$ cat config.mk
export PLATFORM = sky130hd
export DESIGN_NAME = csr_unit_top
export DESIGN_NICKNAME = d
export VERILOG_FILES = /design/src/hdl/secv_pkg.sv /design/src/hdl/csr_pkg.sv /design/src/hdl/csr_req_fifo.sv /design/src/hdl/csr_access_ctrl.sv /design/src/hdl/csr_regs.sv /design/src/hdl/csr_unit_top.sv
export VERILOG_INCLUDE_DIRS = /design/src /design/src/hdl
export SDC_FILE = /design/constraint.sdc
export NUM_CORES = 2
export LEC_CHECK = 0
export ABC_CLOCK_PERIOD_IN_PS = 6200
export BUFFER_PORTS_ARGS = -buffer_cell sky130_fd_sc_hd__clkbuf_2
export CORE_ASPECT_RATIO = 1.4
export CORE_UTILIZATION = 60
export DETAILED_ROUTE_END_ITERATION = 8
export HOLD_SLACK_MARGIN = 0.08
export PLACE_DENSITY = 0.79
export SETUP_SLACK_MARGIN = 0.4
export SYNTH_ARGS = -nofsm -noshare
export SYNTH_HDL_FRONTEND = slang
export SYNTH_SLANG_ARGS = --single-unit
$ cat constraint.sdc
create_clock -name clk_i -period 6.2 [get_ports clk_i]
set_clock_uncertainty 0.2 [all_clocks]
set_input_delay 0.93 -clock clk_i [delete_from_list [all_inputs] [get_ports clk_i]]
set_output_delay 0.93 -clock clk_i [all_outputs]
set_load 0.005 [all_outputs]
$ cat src/hdl/secv_defines.svh
// SEC-V core configuration macros shared by RTL and testbench
`ifndef SECV_DEFINES_SVH
`define SECV_DEFINES_SVH

// Datapath width
`define XLEN 64

// Request buffer depth, also the requester's initial credit count
`define CSR_CREDITS 4

// Default number of harts
`define HARTS 1

// Machine information registers
`define MVENDORID_VAL 64'h0000_0000_0000_0000  // Non-commercial implementation
`define MARCHID_VAL   64'h0000_0000_5345_4356  // "SECV" in ASCII
`define MIMPID_VAL    64'h0000_0000_0001_0000  // Implementation version 1.0

// MXL=2 (RV64) in bits 63:62, I in bit 8, U in bit 20
`define MISA_VAL 64'h8000_0000_0010_0100

`endif

$ cat src/hdl/secv_pkg.sv
// SEC-V core-wide types for data words, hart ids and trap events
`include "secv_defines.svh"

package secv_pkg;

    // Hart id width, never below one bit
    localparam int HARTID_W = (`HARTS > 1) ? $clog2(`HARTS) : 1;

    typedef logic [`XLEN-1:0]    xlen_t;          // Architectural data word
    typedef logic [HARTID_W-1:0] hartid_t;        // Hardware thread id

    typedef logic [3:0] intr_cause_t;             // Interrupt cause code
    typedef logic [3:0] excpt_cause_t;            // Exception cause code

    // Trap event from the pipeline, sampled at the clock edge
    typedef struct packed {
        logic         valid;                      // Trap taken this cycle
        logic         is_intr;                    // Interrupt, else exception
        intr_cause_t  intr_cause;                 // Used when is_intr set
        excpt_cause_t excpt_cause;                // Used when is_intr clear
        xlen_t        pc;                         // PC of trapping instruction
        xlen_t        tval;                       // Faulting address or opcode
    } trap_t;

endpackage

$ cat src/hdl/csr_pkg.sv
// Zicsr types for requests, responses, the write port and mstatus layout
`include "secv_defines.svh"

package csr_pkg;

    import secv_pkg::*;

    typedef logic [11:0] csr_addr_t;              // CSR address space

    // Operation code, zero is unused
    typedef logic [1:0] csr_op_t;
    localparam csr_op_t CSR_OP_RW = 2'd1;         // CSRRW
    localparam csr_op_t CSR_OP_RS = 2'd2;         // CSRRS
    localparam csr_op_t CSR_OP_RC = 2'd3;         // CSRRC

    // Machine trap setup
    localparam csr_addr_t CSR_ADDR_MSTATUS   = 12'h300;
    localparam csr_addr_t CSR_ADDR_MISA      = 12'h301;
    localparam csr_addr_t CSR_ADDR_MIE       = 12'h304;
    localparam csr_addr_t CSR_ADDR_MTVEC     = 12'h305;

    // Machine trap handling
    localparam csr_addr_t CSR_ADDR_MSCRATCH  = 12'h340;
    localparam csr_addr_t CSR_ADDR_MEPC      = 12'h341;
    localparam csr_addr_t CSR_ADDR_MCAUSE    = 12'h342;
    localparam csr_addr_t CSR_ADDR_MTVAL     = 12'h343;
    localparam csr_addr_t CSR_ADDR_MIP       = 12'h344;

    // Machine counters
    localparam csr_addr_t CSR_ADDR_MCYCLE    = 12'hB00;
    localparam csr_addr_t CSR_ADDR_MINSTRET  = 12'hB02;

    // Machine information, read-only
    localparam csr_addr_t CSR_ADDR_MVENDORID = 12'hF11;
    localparam csr_addr_t CSR_ADDR_MARCHID   = 12'hF12;
    localparam csr_addr_t CSR_ADDR_MIMPID    = 12'hF13;
    localparam csr_addr_t CSR_ADDR_MHARTID   = 12'hF14;

    // Write masks
    localparam xlen_t MSTATUS_WMASK = 64'h0000_0000_0000_1888;  // MPP, MPIE, MIE
    localparam xlen_t MTVEC_WMASK   = ~64'h2;                   // Reserved mode bit
    localparam xlen_t MEPC_WMASK    = ~64'h1;                   // Halfword aligned

    typedef struct packed {
        logic      valid;                         // Request present
        csr_op_t   op;                            // RW, RS or RC
        csr_addr_t addr;                          // Target CSR
        xlen_t     wdata;                         // Source operand
    } csr_req_t;

    typedef struct packed {
        logic  valid;                             // One cycle per request
        logic  err;                               // Illegal access
        xlen_t rdata;                             // Old CSR value
    } csr_rsp_t;

    typedef struct packed {
        logic      en;                            // Commit at next edge
        csr_addr_t addr;
        xlen_t     data;                          // Value before field masking
    } csr_wr_t;

    typedef struct packed {
        logic [50:0] rsvd_63_13;
        logic [1:0]  mpp;                         // Previous privilege
        logic [2:0]  rsvd_10_8;
        logic        mpie;                        // Previous MIE
        logic [2:0]  rsvd_6_4;
        logic        mie;                         // Global M-mode IRQ enable
        logic [2:0]  rsvd_2_0;
    } mstatus_t;

endpackage

$ cat src/hdl/csr_req_fifo.sv
// CSR request buffer sized to the credit count, returns a credit per pop
`timescale 1ns/1ps
`include "secv_defines.svh"

module csr_req_fifo import csr_pkg::*; (
    input  logic     clk_i,
    input  logic     rst_i,
    input  csr_req_t req_i,                       // Valid only while holding a credit
    input  logic     pop_i,                       // Consume head entry
    output csr_req_t head_o,                      // Oldest entry, valid when non-empty
    output logic     credit_o                     // One pulse per popped entry
);

    localparam int DEPTH = `CSR_CREDITS;
    localparam int PTR_W = (DEPTH > 1) ? $clog2(DEPTH) : 1;
    localparam int CNT_W = $clog2(DEPTH + 1);

    csr_req_t          mem [DEPTH];               // Entry storage
    logic [PTR_W-1:0]  wr_ptr;
    logic [PTR_W-1:0]  rd_ptr;
    logic [CNT_W-1:0]  count;                     // Occupancy
    logic              not_empty;
    logic              full;
    logic              push;
    logic              pop;

    assign not_empty = (count != '0);
    assign full      = (count == CNT_W'(DEPTH));
    assign push      = req_i.valid && !full;      // Never full with correct credit use
    assign pop       = pop_i && not_empty;

    assign head_o   = '{valid: not_empty, op: mem[rd_ptr].op,
                        addr: mem[rd_ptr].addr, wdata: mem[rd_ptr].wdata};
    assign credit_o = pop;                        // Slot freed, hand credit back

    always_ff @(posedge clk_i) begin
        if (push) begin
            mem[wr_ptr] <= req_i;                 // Payload only, no reset
        end
    end

    always_ff @(posedge clk_i) begin
        if (rst_i) begin
            wr_ptr <= '0;
            rd_ptr <= '0;
            count  <= '0;
        end else begin
            if (push) begin
                wr_ptr <= (wr_ptr == PTR_W'(DEPTH - 1)) ? '0 : wr_ptr + 1'b1;
            end
            if (pop) begin
                rd_ptr <= (rd_ptr == PTR_W'(DEPTH - 1)) ? '0 : rd_ptr + 1'b1;
            end
            count <= count + CNT_W'(push) - CNT_W'(pop);  // Simultaneous push/pop holds
        end
    end

endmodule

$ cat src/hdl/csr_access_ctrl.sv
// CSR read-modify-write stage with illegal access detection and response register
`timescale 1ns/1ps

module csr_access_ctrl import secv_pkg::*, csr_pkg::*; (
    input  logic      clk_i,
    input  logic      rst_i,

    // Request buffer head
    input  csr_req_t  head_i,
    output logic      pop_o,                      // Take head this cycle

    // Register file read port
    output csr_addr_t rd_addr_o,
    input  xlen_t     rd_data_i,                  // Value before this cycle's write
    input  logic      rd_known_i,                 // Address implemented

    // Register file write port
    output csr_wr_t   wr_o,

    // Response to requester
    output csr_rsp_t  rsp_o
);

    xlen_t new_val;                               // Result of the operation
    logic  bad_op;                                // Op code 0
    logic  op_writes;                             // Access modifies the CSR
    logic  ro_addr;                               // addr[11:10] == 2'b11
    logic  err;

    logic  rsp_valid_q;
    logic  rsp_err_q;
    xlen_t rsp_rdata_q;

    // One request per cycle, single stage
    assign pop_o     = head_i.valid;
    assign rd_addr_o = head_i.addr;

    always_comb begin
        bad_op = 1'b0;
        case (head_i.op)
            CSR_OP_RW: new_val = head_i.wdata;                  // Swap
            CSR_OP_RS: new_val = rd_data_i | head_i.wdata;      // Set bits
            CSR_OP_RC: new_val = rd_data_i & ~head_i.wdata;     // Clear bits
            default: begin
                new_val = rd_data_i;
                bad_op  = 1'b1;
            end
        endcase
    end

    // RS/RC with a zero operand leave the CSR untouched, so they act as pure reads
    assign op_writes = (head_i.op == CSR_OP_RW) || (head_i.wdata != '0);
    assign ro_addr   = (head_i.addr[11:10] == 2'b11);
    assign err       = !rd_known_i || bad_op || (ro_addr && op_writes);

    // Write suppressed on error
    assign wr_o = '{en:   head_i.valid && op_writes && !err,
                    addr: head_i.addr,
                    data: new_val};

    always_ff @(posedge clk_i) begin
        if (rst_i) begin
            rsp_valid_q <= 1'b0;
            rsp_err_q   <= 1'b0;
        end else begin
            rsp_valid_q <= head_i.valid;
            rsp_err_q   <= head_i.valid && err;
        end
    end

    always_ff @(posedge clk_i) begin
        rsp_rdata_q <= err ? '0 : rd_data_i;      // Old value, zero on error
    end

    assign rsp_o = '{valid: rsp_valid_q, err: rsp_err_q, rdata: rsp_rdata_q};

endmodule

$ cat src/hdl/csr_regs.sv
// Machine-mode CSR file with read decode, write port, trap capture and counters
`timescale 1ns/1ps
`include "secv_defines.svh"

module csr_regs import secv_pkg::*, csr_pkg::*; #(
    parameter int HARTS = `HARTS
) (
    input  logic      clk_i,
    input  logic      rst_i,

    input  hartid_t   hartid_i,                   // Hardware thread id

    // Read port, combinational
    input  csr_addr_t rd_addr_i,
    output xlen_t     rd_data_o,
    output logic      rd_known_o,                 // Address decoded

    // Write port, committed at the clock edge
    input  csr_wr_t   wr_i,

    // Trap and retire events
    input  trap_t     trap_i,
    input  logic      retire_i                    // One instruction retired
);

    localparam int    HID_W       = (HARTS > 1) ? $clog2(HARTS) : 1;
    localparam xlen_t HARTID_MASK = xlen_t'((65'd1 << HID_W) - 65'd1);

    // Machine mode state
    mstatus_t mstatus;                            // Machine status
    xlen_t    mie;                                // Interrupt enable
    xlen_t    mtvec;                              // Trap vector base
    xlen_t    mscratch;                           // Scratch
    xlen_t    mepc;                               // Exception PC
    xlen_t    mcause;                             // Trap cause
    xlen_t    mtval;                              // Trap value
    xlen_t    mcycle;                             // Cycle counter
    xlen_t    minstret;                           // Retired instructions

    xlen_t      mhartid;
    logic [3:0] trap_cause;                       // Selected cause code

    // Only ids of the configured hart count are visible
    assign mhartid    = xlen_t'(hartid_i) & HARTID_MASK;
    assign trap_cause = trap_i.is_intr ? trap_i.intr_cause : trap_i.excpt_cause;

    always_comb begin
        rd_data_o  = '0;
        rd_known_o = 1'b1;
        case (rd_addr_i)
            CSR_ADDR_MSTATUS:   rd_data_o = mstatus;
            CSR_ADDR_MISA:      rd_data_o = `MISA_VAL;        // Constant ISA
            CSR_ADDR_MIE:       rd_data_o = mie;
            CSR_ADDR_MTVEC:     rd_data_o = mtvec;
            CSR_ADDR_MSCRATCH:  rd_data_o = mscratch;
            CSR_ADDR_MEPC:      rd_data_o = mepc;
            CSR_ADDR_MCAUSE:    rd_data_o = mcause;
            CSR_ADDR_MTVAL:     rd_data_o = mtval;
            CSR_ADDR_MIP:       rd_data_o = '0;               // No pending sources
            CSR_ADDR_MCYCLE:    rd_data_o = mcycle;
            CSR_ADDR_MINSTRET:  rd_data_o = minstret;
            CSR_ADDR_MVENDORID: rd_data_o = `MVENDORID_VAL;
            CSR_ADDR_MARCHID:   rd_data_o = `MARCHID_VAL;
            CSR_ADDR_MIMPID:    rd_data_o = `MIMPID_VAL;
            CSR_ADDR_MHARTID:   rd_data_o = mhartid;
            default:            rd_known_o = 1'b0;            // Unimplemented
        endcase
    end

    always_ff @(posedge clk_i) begin
        if (rst_i) begin
            mstatus  <= '0;
            mie      <= '0;
            mtvec    <= '0;
            mscratch <= '0;
            mepc     <= '0;
            mcause   <= '0;
            mtval    <= '0;
            mcycle   <= '0;
            minstret <= '0;
        end else begin
            // Free-running counters, overridden by a CSR write below
            mcycle   <= mcycle + 1'b1;
            minstret <= minstret + xlen_t'(retire_i);

            if (wr_i.en) begin
                case (wr_i.addr)
                    CSR_ADDR_MSTATUS:  mstatus  <= mstatus_t'(wr_i.data & MSTATUS_WMASK);
                    CSR_ADDR_MIE:      mie      <= wr_i.data;
                    CSR_ADDR_MTVEC:    mtvec    <= wr_i.data & MTVEC_WMASK;
                    CSR_ADDR_MSCRATCH: mscratch <= wr_i.data;
                    CSR_ADDR_MEPC:     mepc     <= wr_i.data & MEPC_WMASK;
                    CSR_ADDR_MCAUSE:   mcause   <= wr_i.data;
                    CSR_ADDR_MTVAL:    mtval    <= wr_i.data;
                    CSR_ADDR_MCYCLE:   mcycle   <= wr_i.data;    // Write beats increment
                    CSR_ADDR_MINSTRET: minstret <= wr_i.data;
                    default: ;                                   // misa, mip, IDs ignore
                endcase
            end

            // Trap comes last so it wins over a same-cycle write
            if (trap_i.valid) begin
                mepc         <= trap_i.pc & MEPC_WMASK;
                mtval        <= trap_i.tval;
                mcause       <= {trap_i.is_intr, {(`XLEN-5){1'b0}}, trap_cause};
                mstatus      <= '0;                              // Reserved bits stay zero
                mstatus.mpie <= mstatus.mie;                     // Stack enable
                mstatus.mie  <= 1'b0;                            // Mask interrupts
                mstatus.mpp  <= 2'b11;                           // Came from M-mode
            end
        end
    end

endmodule

$ cat src/hdl/csr_unit_top.sv
// Zicsr unit top connecting request buffer, access stage and CSR file
`timescale 1ns/1ps
`include "secv_defines.svh"

module csr_unit_top import secv_pkg::*, csr_pkg::*; (
    input  logic     clk_i,
    input  logic     rst_i,
    input  hartid_t  hartid_i,
    input  csr_req_t req_i,                       // Credit-controlled requests
    output logic     credit_o,                    // Credit return pulse
    output csr_rsp_t rsp_o,                       // Two cycles after request
    input  trap_t    trap_i,
    input  logic     retire_i
);

    csr_req_t  head;                              // Buffer head entry
    logic      pop;
    csr_addr_t rd_addr;
    xlen_t     rd_data;
    logic      rd_known;
    csr_wr_t   wr;

    csr_req_fifo u_req_fifo (
        .clk_i    (clk_i),
        .rst_i    (rst_i),
        .req_i    (req_i),
        .pop_i    (pop),
        .head_o   (head),
        .credit_o (credit_o)
    );

    csr_access_ctrl u_access_ctrl (
        .clk_i      (clk_i),
        .rst_i      (rst_i),
        .head_i     (head),
        .pop_o      (pop),
        .rd_addr_o  (rd_addr),
        .rd_data_i  (rd_data),
        .rd_known_i (rd_known),
        .wr_o       (wr),
        .rsp_o      (rsp_o)
    );

    csr_regs #(
        .HARTS (`HARTS)
    ) u_csr_regs (
        .clk_i      (clk_i),
        .rst_i      (rst_i),
        .hartid_i   (hartid_i),
        .rd_addr_i  (rd_addr),
        .rd_data_o  (rd_data),
        .rd_known_o (rd_known),
        .wr_i       (wr),
        .trap_i     (trap_i),
        .retire_i   (retire_i)
    );

endmodule

Word-level counts from Yosys, hierarchy flattened
Memory sizes are Yosys's and may differ from the RTL's. A register that Yosys moved wholly into a read port is not among the register bits.
Cells that the tools add are included.
Widths: inputs -> output; s select.

cells by class
  reductions and logical operators = 30
  $add $sub $neg = 6
  bitwise gates (word level) = 3
  multiplexer cells = 27
  equality and inequality tests = 22

operator list
  cell                   count
  $mux 64                13
  $pmux 64 s13           1
  $pmux 64 s3            1
  $eq 12x10->1 const B   9
  $eq 12x12->1 const B   6
  $add 64x1->64          1
  $add 64x1->64 const B  1
  $and 64x64->64         1
  $not 64->64            1
  $or 64x64->64          1
  $reduce_bool 64->1     1
  $mux 13                3
  $reduce_and 2->1       9
  $reduce_or 15->1       1
  $eq 2x2->1 const B     5
  $reduce_bool 2->1      5
  $mux 2                 4
  $logic_and 1x1->1      5
  $add 2x1->2 const B    2
  $mux 1                 4
  $mux 4                 1
  $add 3x1->3            1
  $eq 3x3->1 const B     1
  $logic_not 1->1        3
  6 further kinds        8

word-level totals
  output and inout bits = 67
  memory bits (writable) = 316
  register bits after elaboration = 587
  memories = 1

memories
  memory          words  bits a word  rd ports  clocked after memory_dff  wr ports  line                RTL
  u_req_fifo.mem  4      79           1         1                         1         csr_req_fifo.sv:18  csr_req_t mem [DEPTH];

Depth between registers and ports, before layout
  depth in word-level cells = 10
  gate-level depth with buffers = 15
  depth with buffers taken out = 10

Cells and area by module
From an unflattened synthesis, not the netlist that was laid out.

second synthesis, totals
  cells, all modules = 4110
  area total of the unflattened synthesis = 40909.2 um2

by module, submodules not included
  module           cells each  instances  area each (um2)
  csr_regs         3088        1          24821.3
  csr_req_fifo     458         1          11756.3
  csr_access_ctrl  564         1          4331.7

Least setup slack after synthesis
OpenSTA, ideal clock, no wires.

  path kind = input -> register
  start = in req_i[78] (netlist name)
  end = mem u_req_fifo.mem[0][0] (netlist name), enable pin
  stages on the path = 2
  setup time = 445 ps
  data arrival time = 3197 ps
  setup slack = 2358 ps
  data required time = 5555 ps
  path through = a21boi_1 > and2_1

between the ends
  longest elaborated chain between the ends = 3

ends and longest elaborated chain
  element                       line                RTL
  start: declaration            csr_unit_top.sv:9   input csr_req_t req_i,
  $logic_and 1x1->1             csr_req_fifo.sv:29  assign push = req_i.valid && !full;
  $mux 1                        csr_req_fifo.sv:37  if (push) begin
  $mux 1 (not written as such)  csr_req_fifo.sv:38  mem[wr_ptr] <= req_i;
  end: declaration              csr_req_fifo.sv:18

Every way passes these cells.

==> metrics.md <==
| Metric | Value |
|---|---|
| Net count after synthesis | 4,249 |
| Hold WS | 255 ps |
| Max Transition Viols Final | 1 |
| WL met1 | 54.1 mm |
| Die ar. | 69,300 µm² |
| CTS root buffer | clkbuf_16 |
| Max-Cap Viols | 1 |
| 1st-pass router iterations | 7 |
| 1st-iter DRT viols | 5,746 |
| Fmax | 0.182 GHz |
| Area of the multi-input gates | 18,400 µm² |
| # IOs | 288 |
| Async SR Flop Fraction | 0 |
| Vias/cell | 7.14 |
| Peak VDD IR | 0.000482 V |
| Worst Tran Pin Value | 1480 ps |
| Period utilization | 0.887 |
| GRT overflow | 0 |
| First-pass GRT wire length | 228 mm |
| Starting Density | 0.605 |
| Worst path required time | 6560 ps |
| Post-synth top area share | 0.288 |
| Violated checks | max-capacitance violations, max-slew violations |
| GRT Overall Usage | 0.449 |
| Critical path's slowest cell | mux4_2 |
| Relative slew slack | -0.00922 |
| Core area | 67,700 µm² |
| Primary FF master, synth | dfxtp_1 |
| Pleak | 0.0160 µW |
| Worst-Skew Late Latency | 670 ps |
| Synth area leaders | dfxtp_1, edfxtp_1, nor2_1 |
| DR WL/cell | 30.9 µm |
| Seq cells post-synth | 901 |
| Most frequent cells in the layout | dfxtp_1, nor2_1, edfxtp_1 |
| Largest net degree at the start of global routing | 109 |
| Status | finished with violations |
| Layout cell share with drive strength beyond 1 | 0.170 |
| Unrepaired setup endpoints after global routing | no |
| Via count | 36,600 |
| Syn Area/Cell | 10.2 µm² |
| Die height | 311 µm |
| Drt total wl | 158 mm |
| Nets | 4,426 |
| Fillcell total | 5,099 |
| Register Area | 21,200 µm² |
| Clk sink count | 901 |
| Crit path largest cell delay | 870 ps |
| # port buffers | 286 |
| CP Data Arrival Time | 5860 ps |
| Post-synth top area cell | dfxtp_1 |
| Die width | 223 µm |
| Synth Instances | 4,017 |
| Postcts setup bufs | 0 |
| CTS tree | done |
| Metal2 WL | 68.4 mm |
| PwrDens | 425 nW/µm² |
| Post-synth cell types | 96 |
| Clock slew at reported path FFs | 70 ps |
| Post-route minimum period | 5500 ps |
| Startpoint Class | register |
| CTS buffer count | 82 |
| H-Tree Depth | 3 |
| Total of warnings raised by yosys | 0 |
| Sequential area share after synthesis | 0.516 |
| Crit path kind | reg -> reg |
| Setup Viol. Count Final | 0 |
| Critical path fanouts, max | 21 |
| Crit path capture type | register |
| Critical path, cell by cell | buf_4 > mux4_2 > nor4b_2 > nand4_1 > buf_4 > o22ai_1 > a211oi_1 > o21ai_0 > nand2_1 > o21ai_0 |
| Commonest non-fill, non-tap cell in the layout | dfxtp_1 |
| Post-Route Setup TNS | 0 ps |
| Met3 wire length | 21.8 mm |
| Min-Delay Path Class | reg -> reg |
| Antenna Nets Post-Route | 0 |
| DP Wirelength | 108 mm |
| Max layer used | met5 |
| Hold-fix buffers at CTS | 0 |
| Routability Congestion | 1.03 |
| Post-Syn Area | 41,000 µm² |
| Area Overhead vs Synth | 13.0% |
| Row cnt | 113 |
| Initial antenna violation count | 9 |
| Post-CTS resize count | 0 |
| Vias in the first global route | 34,000 |
| Post-synth EDFFs | 312 |
| Post-route DRC | 0 |
| Final Hold Violating Endpoints | 0 |
| Bufs on Longest Clock Path | 3 |
cell usage after synthesis, types with 22 or more instances:
master and number:
nor2_1 510, and3_1 39, nand2b_1 22, nand3_1 178, a22o_1 30, o31ai_1 23
and2_1 31, edfxtp_1 312, o211ai_1 25, nand4_1 53, mux2i_1 160, o21ai_0 193
a2111oi_0 24, nor4_1 41, o22ai_1 27, a211oi_1 237, nand2_1 297, a21oi_1 121
nor3_1 76, buf_2 77, inv_1 42, xor2_1 77, mux4_2 81, xnor2_1 80
a22oi_1 80, clkbuf_1 214, dfxtp_1 589
critical path, delay by kind of cell, from the launching register on:
| family | cells | cell delay [ps] |
|---|---|---|
| AOI/OAI and AO/OA | 4 | 1250 |
| and+or+nand+nor | 3 | 1630 |
| buffers and inverters | 2 | 830 |
| muxes | 1 | 870 |
| DFF | 1 | 570 |
report_power, final:
group	switching [µW]	internal [µW]
Sequential	206	6450
Clock	2350	3210
Combinational	5420	2030
Total	7980	11700
metrics by stage:
stage	power (µW)	area (µm²)	utilization	setup slack, ps	cells
3_5_place_dp	13700	43400	0.641	959	4972
6_report	19700	46300	0.684	702	5127
4_1_cts	19200	46300	0.684	947	5122
3_3_place_gp	13600	43400	0.640	991	4971
5_1_grt	19900	46300	0.684	672	5123
2_1_floorplan	10800	41000	-	2360	4017
layer usage:
layer	vias up	global-route usage
met5	-	0
met4	10	0.336
met3	743	0.135
met2	3015	0.667
met1	17500	0.551
li1	15300	-
state kept, by name (all words and copies together) (netlist names), 2 cells and up, named ones only:
| signal | flops |
|---|---|
| u_csr_regs.mstatus | 4 |
| u_csr_regs.mepc | 63 |
| u_req_fifo.wr_ptr | 2 |
| u_req_fifo.count | 3 |
| u_csr_regs.mie | 64 |
| u_csr_regs.mtvec | 63 |
| u_csr_regs.mcause | 64 |
| u_csr_regs.mtval | 64 |
| u_req_fifo.rd_ptr | 2 |
| u_csr_regs.minstret | 64 |
| u_csr_regs.mcycle | 64 |
| u_req_fifo.mem | 312 |
| u_csr_regs.mscratch | 64 |
| u_access_ctrl.rsp_rdata_q | 64 |
cell type report:
type	count	share of cell area
Sequential cell	901	0.457
Multi-Input combinational cell	2745	0.398
Timing Repair Buffer	421	0.0550
Clock buffer	100	0.0484
Tap cell	862	0.0233
Clock inverter	50	0.0144
Inverter	43	0.00354
Antenna cell	5	0.000270
worst paths after layout:
path / to / slack, ps / cells past startpoint / from
worst max-delay path: u_csr_regs.minstret[39]$_SDFF_PP0_ / 700 / 10 / register
worst max register to register: u_csr_regs.minstret[39]$_SDFF_PP0_ / 700 / 10 / register
worst min register to register: u_csr_regs.mcause[34]$_SDFFE_PP0P_ / 260 / 2 / u_csr_regs.mcause[34]$_SDFFE_PP0P_
worst min-delay path: u_csr_regs.mcause[34]$_SDFFE_PP0P_ / 260 / 2 / u_csr_regs.mcause[34]$_SDFFE_PP0P_
cells by family after synthesis:
| logic type | count (synthesis) | share of synthesized area |
|---|---|---|
| simple gates | 1351 | 0.155 |
| mux | 251 | 0.0864 |
| xor+xnor | 157 | 0.0336 |
| fa+ha+maj | 11 | 0.00354 |
| buf+inv | 371 | 0.0385 |
| flops | 901 | 0.516 |
| compound gates | 975 | 0.167 |
Note: power is estimated with default switching activity, not from simulation.
